--- config.mk ---
export PLATFORM = sky130hd
export DESIGN_NAME = pid_altitude
export DESIGN_NICKNAME = d
export VERILOG_FILES = /design/src/common/pid_fmt_pkg.sv /design/src/common/pid_ctl_pkg.sv /design/src/pid_error_calc.sv /design/src/pid_prop_path.sv /design/src/pid_integ_deriv_path.sv /design/src/pid_output_stage.sv /design/src/pid_altitude.sv
export SDC_FILE = /design/constraint.sdc
export NUM_CORES = 2
export LEC_CHECK = 0
export ABC_AREA = 1
export ABC_CLOCK_PERIOD_IN_PS = 12500
export BUFFER_PORTS_ARGS = -buffer_cell sky130_fd_sc_hd__buf_2
export CAP_MARGIN = 5
export CORE_UTILIZATION = 35
export CTS_CLUSTER_SIZE = 28
export DETAILED_ROUTE_END_ITERATION = 8
export REMOVE_ABC_BUFFERS = 1
export SYNTH_ARGS = -nofsm -noshare
export SYNTH_HDL_FRONTEND = slang
export SYNTH_SLANG_ARGS = --single-unit
--- constraint.sdc ---
create_clock -name clk -period 12.5 [get_ports clk]
set_clock_uncertainty 0.05 [all_clocks]
set_input_delay 1.875 -clock clk [delete_from_list [all_inputs] [get_ports clk]]
set_output_delay 1.875 -clock clk [all_outputs]
set_load 0.05 [all_outputs]
--- src/common/pid_fmt_pkg.sv ---
package pid_fmt_pkg;

	// Field widths of one sample
	localparam int CMD_W  = 8;
	localparam int ALT_W  = 16;
	localparam int GAIN_W = 8;

	// Internal arithmetic widths
	// Error covers target 0..4080 minus altitude 0..65535, with headroom for the delta
	localparam int ERR_W  = 18;
	localparam int ACC_W  = 24;
	localparam int TERM_W = 40;

	// Actuator output width
	localparam int OUT_W  = 15;

	// Setpoint command byte, unsigned
	typedef logic [CMD_W-1:0] cmd_t;

	// Measured or target altitude, unsigned
	typedef logic [ALT_W-1:0] alt_t;

	// Gain, plain unsigned integer
	typedef logic [GAIN_W-1:0] gain_t;

	// Error and error delta, two's complement
	typedef logic signed [ERR_W-1:0] err_t;

	// Integrator state
	typedef logic signed [ACC_W-1:0] acc_t;

	// P, I, D products and their sum
	typedef logic signed [TERM_W-1:0] term_t;

	// Actuator value
	typedef logic [OUT_W-1:0] out_t;

	// Top of the actuator range
	localparam out_t OUT_MAX = 15'd32767;

endpackage

--- src/common/pid_ctl_pkg.sv ---
package pid_ctl_pkg;

	// Command byte is the target altitude in units of 16
	localparam int SETPOINT_SHIFT = 4;

	// Fraction bits removed from the term sum
	// Arithmetic shift, so rounding is toward minus infinity
	localparam int GAIN_FRAC = 6;

	// Anti-windup bound on the integrator, symmetric
	localparam int INT_LIMIT = 1 << 20;

	// Input valid to output valid, one cycle per stage
	localparam int PIPE_LATENCY = 3;

	// Error stage state
	// PHASE_FIRST means no previous error exists yet
	typedef enum logic {
		PHASE_FIRST,
		PHASE_RUN
	} pid_phase_e;

endpackage

--- src/pid_error_calc.sv ---
`timescale 1ns/1ps

module pid_error_calc
	import pid_fmt_pkg::*;
	import pid_ctl_pkg::*;
(
	input  logic  clk,
	input  logic  rst_n,
	input  logic  sink_data_valid,
	input  cmd_t  sink_command,
	input  alt_t  sink_data,
	input  gain_t sink_kp,
	input  gain_t sink_ki,
	input  gain_t sink_kd,
	output logic  err_valid,
	output err_t  error,
	output err_t  delta,
	output gain_t kp,
	output gain_t ki,
	output gain_t kd
);

	alt_t       target;
	err_t       err_next;
	err_t       delta_next;
	err_t       prev_err;
	pid_phase_e phase;

	always_comb begin
		// Scale the setpoint byte up to altitude units
		target = alt_t'(sink_command) << SETPOINT_SHIFT;
		// Both operands zero extended, result signed
		err_next = err_t'(target) - err_t'(sink_data);
		// No history on the first sample, so no derivative kick
		if (phase == PHASE_FIRST)
			delta_next = '0;
		else
			delta_next = err_next - prev_err;
	end

	// Control state and error history
	always_ff @(posedge clk) begin
		if (!rst_n) begin
			err_valid <= 1'b0;
			prev_err  <= '0;
			phase     <= PHASE_FIRST;
		end else begin
			err_valid <= sink_data_valid;
			if (sink_data_valid) begin
				prev_err <= err_next;
				phase    <= PHASE_RUN;
			end
		end
	end

	// Sample payload, gains stay aligned with their own error
	always_ff @(posedge clk) begin
		if (sink_data_valid) begin
			error <= err_next;
			delta <= delta_next;
			kp    <= sink_kp;
			ki    <= sink_ki;
			kd    <= sink_kd;
		end
	end

endmodule

--- src/pid_prop_path.sv ---
`timescale 1ns/1ps

module pid_prop_path
	import pid_fmt_pkg::*;
(
	input  logic  clk,
	input  logic  rst_n,
	input  logic  err_valid,
	input  err_t  error,
	input  gain_t kp,
	output logic  p_valid,
	output term_t p_term
);

	term_t p_next;

	// Gain zero extends, error sign extends
	// Product is signed in the full term width
	always_comb begin
		p_next = term_t'(error) * term_t'(kp);
	end

	// Valid runs one cycle behind the error stage
	always_ff @(posedge clk) begin
		if (!rst_n)
			p_valid <= 1'b0;
		else
			p_valid <= err_valid;
	end

	// Product register
	always_ff @(posedge clk) begin
		if (err_valid)
			p_term <= p_next;
	end

endmodule

--- src/pid_integ_deriv_path.sv ---
`timescale 1ns/1ps

module pid_integ_deriv_path
	import pid_fmt_pkg::*;
	import pid_ctl_pkg::*;
(
	input  logic  clk,
	input  logic  rst_n,
	input  logic  err_valid,
	input  err_t  error,
	input  err_t  delta,
	input  gain_t ki,
	input  gain_t kd,
	output logic  id_valid,
	output term_t i_term,
	output term_t d_term
);

	// Integrator and its next value
	acc_t acc;
	acc_t acc_new;

	// One extra bit so the raw sum cannot wrap
	logic signed [ACC_W:0] acc_sum;

	term_t i_next;
	term_t d_next;

	always_comb begin
		acc_sum = (ACC_W+1)'(acc) + (ACC_W+1)'(error);

		// Anti-windup, hold the accumulator inside +-INT_LIMIT
		if (acc_sum > (ACC_W+1)'(INT_LIMIT))
			acc_new = acc_t'(INT_LIMIT);
		else if (acc_sum < -(ACC_W+1)'(INT_LIMIT))
			acc_new = -acc_t'(INT_LIMIT);
		else
			acc_new = acc_t'(acc_sum);

		// Integral uses the updated value, same cycle
		i_next = term_t'(acc_new) * term_t'(ki);

		// Derivative straight from the delta, unfiltered
		d_next = term_t'(delta) * term_t'(kd);
	end

	// Control state, integrator cleared on reset
	always_ff @(posedge clk) begin
		if (!rst_n) begin
			id_valid <= 1'b0;
			acc      <= '0;
		end else begin
			id_valid <= err_valid;
			if (err_valid)
				acc <= acc_new;
		end
	end

	// I and D products registered together
	always_ff @(posedge clk) begin
		if (err_valid) begin
			i_term <= i_next;
			d_term <= d_next;
		end
	end

endmodule

--- src/pid_output_stage.sv ---
`timescale 1ns/1ps

module pid_output_stage
	import pid_fmt_pkg::*;
	import pid_ctl_pkg::*;
(
	input  logic  clk,
	input  logic  rst_n,
	input  logic  p_valid,
	input  term_t p_term,
	input  term_t i_term,
	input  term_t d_term,
	output logic  source_data_valid,
	output out_t  source_data
);

	term_t sum;
	term_t scaled;
	out_t  sat;

	always_comb begin
		// Full width sum, no overflow at these magnitudes
		sum = p_term + i_term + d_term;

		// Drop the fraction bits, floor rounding
		scaled = sum >>> GAIN_FRAC;

		// Clamp to the actuator range
		if (scaled < 0)
			sat = '0;
		else if (scaled > term_t'(OUT_MAX))
			sat = OUT_MAX;
		else
			sat = out_t'(scaled);
	end

	// p_valid and id_valid always coincide, one is enough
	always_ff @(posedge clk) begin
		if (!rst_n)
			source_data_valid <= 1'b0;
		else
			source_data_valid <= p_valid;
	end

	// Actuator register, only meaningful with its valid
	always_ff @(posedge clk) begin
		if (p_valid)
			source_data <= sat;
	end

endmodule

--- src/pid_altitude.sv ---
`timescale 1ns/1ps

module pid_altitude
	import pid_fmt_pkg::*;
(
	input  logic  clk,
	input  logic  rst_n,
	input  logic  sink_data_valid,
	input  cmd_t  sink_command,
	input  alt_t  sink_data,
	input  gain_t sink_kp,
	input  gain_t sink_ki,
	input  gain_t sink_kd,
	output logic  source_data_valid,
	output out_t  source_data
);

	// Error stage outputs, shared by both paths
	logic  err_valid;
	err_t  error;
	err_t  delta;
	gain_t kp;
	gain_t ki;
	gain_t kd;

	// Path outputs
	logic  p_valid;
	term_t p_term;
	term_t i_term;
	term_t d_term;

	// Stage 1, error and delta
	pid_error_calc i_pid_error_calc (
		.clk             (clk),
		.rst_n           (rst_n),
		.sink_data_valid (sink_data_valid),
		.sink_command    (sink_command),
		.sink_data       (sink_data),
		.sink_kp         (sink_kp),
		.sink_ki         (sink_ki),
		.sink_kd         (sink_kd),
		.err_valid       (err_valid),
		.error           (error),
		.delta           (delta),
		.kp              (kp),
		.ki              (ki),
		.kd              (kd)
	);

	// Stage 2a, proportional product
	pid_prop_path i_pid_prop_path (
		.clk       (clk),
		.rst_n     (rst_n),
		.err_valid (err_valid),
		.error     (error),
		.kp        (kp),
		.p_valid   (p_valid),
		.p_term    (p_term)
	);

	// Stage 2b, integrator and derivative in parallel with 2a
	// Its valid matches p_valid, so it stays open here
	pid_integ_deriv_path i_pid_integ_deriv_path (
		.clk       (clk),
		.rst_n     (rst_n),
		.err_valid (err_valid),
		.error     (error),
		.delta     (delta),
		.ki        (ki),
		.kd        (kd),
		.id_valid  (),
		.i_term    (i_term),
		.d_term    (d_term)
	);

	// Stage 3, sum, rescale, saturate
	pid_output_stage i_pid_output_stage (
		.clk               (clk),
		.rst_n             (rst_n),
		.p_valid           (p_valid),
		.p_term            (p_term),
		.i_term            (i_term),
		.d_term            (d_term),
		.source_data_valid (source_data_valid),
		.source_data       (source_data)
	);

endmodule

==> parameters.txt <==
Parameter                              Value

STA
  Final hold vios    0
  Unrepaired setup endpoints after global routing    false
  Worst rel slew slack    31.69%
  Final setup violation count    0
  Final max-slew violation count    0
  Final total negative setup slack    0 ns
  Fraction of the cycle the final worst path needs    67.83%
  Worst-margin pin slew    1.025 ns
  Final setup margin    4.021 ns
  Tmin final    8.479 ns
  Highest clock frequency the design can meet    117.9 MHz

Detailed routing
  Antenna viol nets, final    0
  Routed wirelength normalized by instance count    14.78 um
  Remaining routing DRC violations    0
  Vias    22.49k
  DR pass1 iterations    6
  Number of DRC markers after the initial detailed-route iteration    1254
  Average via count per standard cell    4.641
  Final routed wirelength across all metal layers    71640 um

Global routing
  Grt ovf    0
  Met3 track demand over resource in global routing    1.662%
  Wire length of the first global-routing pass    119200 um
  Pin count of the biggest net entering global routing    78
  Global routing usage summed across all routing layers    17.19%
  GRT met1 Usage    23.55%
  Global-route track usage on met2    29.25%
  Initial antenna violation count    2
  Number of global-route vias before repair    23.03k
  GRT busiest layer    met2

Clock network
  Later-pin clock latency in the skew report    0.61 ns
  CTS H-Tree Depth    1
  Master cell of the clock root buffer    clkbuf_16
  Number of hold buffers added after CTS    0
  Buffer depth of the longest clock path    3
  Clock transition at the registers of the reported paths    0.06 ns
  Clock tree from TritonCTS    built
  Clock buffer count from CTS    26
  Post_cts resized    0
  TritonCTS sink count    205
  Setup bufs post-CTS    0

Yosys
  Most used DFF post-synth    edfxtp_1
  Number of synthesized flops with an enable pin    160
  Number of cells produced by synthesis    3703
  Proportion of synthesized flip-flops having asynchronous set or reset    0%
  Number of distinct library cell variants in the gate-level netlist after synthesis    49
  Seq/Total Area, Yosys    19.28%
  Post-synthesis instance area    29590 um2
  Post-synthesis average cell area    7.991 um2
  Synth Register Bits    205
  Warnings from Yosys    0

Run status
  Outcome    finished clean

Finish
  Design area    31840 um2
  Combined flip-flop and latch cell area    5709 um2
  Area taken by multi-input logic gates    19850 um2
  Antenna diodes    0
  Number of filler cells placed in the layout    8648
  Area growth syn-to-layout    7.586%
  Share of layout cells above drive strength 1    4.822%
  Final net count    4404

Floorplanning
  Area inside the core boundary    83690 um2
  Standard-cell row count    106
  Effective utilization at floorplan    35.36%
  Die area    85710 um2
  Die Y    292.8 um
  DIE WIDTH    292.8 um
  # IOs    67

Placement
  DPL Wire Length    59860 um
  Global placer's final weighted congestion    0.8996
  Post-Place Worst Slack    4.061 ns
  Placement-stage cell area    30920 um2
  Port buffer count    66

Critical path
  Critical setup path kind    reg -> reg
  Required time worst endpoint    12.76 ns
  Data arrival time of the worst path    8.74 ns
  Library cell contributing the largest single delay on the critical path    buf_4
  CP Capture Type    register
  CP delay by family, top    adder cells
  Worst-path fanout max    71
  Element type at the critical path start    register
  Count of buffering cells on the critical path with inverters included    5
  Largest stage delay on the critical path    0.58 ns

Worst hold path
  Tightest Hold Check Type    reg -> reg

Job
  # Max-Cap Violations    0
## worst reg2reg max path: cells and delay by family (launching register included)
| family | cells | cell delay, ns |
|---|---|---|
| adders and majority gates | 7 | 3.22 |
| DFF | 1 | 0.51 |
| and+or+nand+nor | 15 | 2.19 |
| xor gates and xnor gates | 1 | 0.08 |
| buffers and inverters | 5 | 1.16 |
| AOI/OAI and AO/OA | 4 | 1.01 |
## area by class of cell
class                           instances  area share, %
Multi-Input combinational cell       2438          62.34
Sequential cell                       205          17.93
Inverter                              947          11.17
Tap cell                             1134          4.457
Clock buffer                           34          2.201
Timing Repair Buffer                   74          1.234
Clock inverter                         14         0.6721
## Yosys cell counts (all sizes together), types with 20 or more instances
cell type	number	area (um2)
a21oi	231	1209
a31oi	20	125.1
buf	25	151.4
clkbuf	88	334.1
dfxtp	45	900.9
edfxtp	160	4805
fa	406	8128
ha	255	3191
inv	945	3547
nand2	764	2930
nand3	128	655.6
nand4	26	168.9
nor2	250	943.4
nor3	27	145.1
o21ai	125	625.6
xnor2	52	455.4
xor2	68	595.6
## cells in the final DEF, fill, tap and decap left out, types with 52 or more instances in the layout
| master | n |
|---|---|
| a21oi_1 | 217 |
| buf_2 | 65 |
| edfxtp_1 | 160 |
| fa_1 | 406 |
| ha_1 | 255 |
| inv_1 | 939 |
| nand2_1 | 739 |
| nand3_1 | 125 |
| nor2_1 | 248 |
| o21ai_0 | 125 |
| xnor2_1 | 52 |
| xor2_1 | 68 |
## final timing paths
path / start / endpoint / slack, ns / cells after the start
hold reg to reg: i_pid_error_calc.prev_err[2] / i_pid_error_calc.prev_err[2] / 0.43 / 2
setup reg to reg: i_pid_error_calc.error[0] / i_pid_integ_deriv_path.i_term[23] / 4.02 / 32
setup / recovery: i_pid_error_calc.error[0] / i_pid_integ_deriv_path.i_term[23] / 4.02 / 32
hold / removal: i_pid_error_calc.prev_err[2] / i_pid_error_calc.prev_err[2] / 0.43 / 2
## per-stage QoR
stage	hold slack, ns	util, %	instances
finish	0.4301	38.04	4846
global route	0.4737	38.04	4846
CTS	0.4298	38.04	4846
detailed placement	0.4193	36.95	4798
global placement	0.4172	36.95	4798
floorplan	0.3954	-	3590
## cell families (layout without fill, tap and decap cells)
family | Yosys count | count (layout) | share of synthesized area [%]
and+or+nand+nor | 1214 | 1214 | 16.81
DFF | 205 | 205 | 19.28
buffers and inverters | 1060 | 1069 | 13.65
xor gates and xnor gates | 120 | 120 | 3.552
adders and majority gates | 661 | 661 | 38.25
AOI/OAI and AO/OA | 443 | 443 | 8.457
## per-layer routing
metal / routed length, um / vias to the layer above
li1: - / 11244
met1: 33690 / 10759
met2: 33420 / 411
met3: 3081 / 77
met4: 1447 / 0
met5: 0 / -
## state kept, by name (all words and copies together), names as in the netlist, 15 cells and up
register / flops
i_pid_error_calc.delta: 18
i_pid_error_calc.error: 17
i_pid_error_calc.prev_err: 17
i_pid_integ_deriv_path.acc: 24
i_pid_integ_deriv_path.d_term: 27
i_pid_integ_deriv_path.i_term: 33
i_pid_output_stage.source_data: 15
i_pid_prop_path.p_term: 26
Power is left out: the tool's default activity adds up to more than one toggle a clock period on the data nets, which glitch-free logic cannot reach.
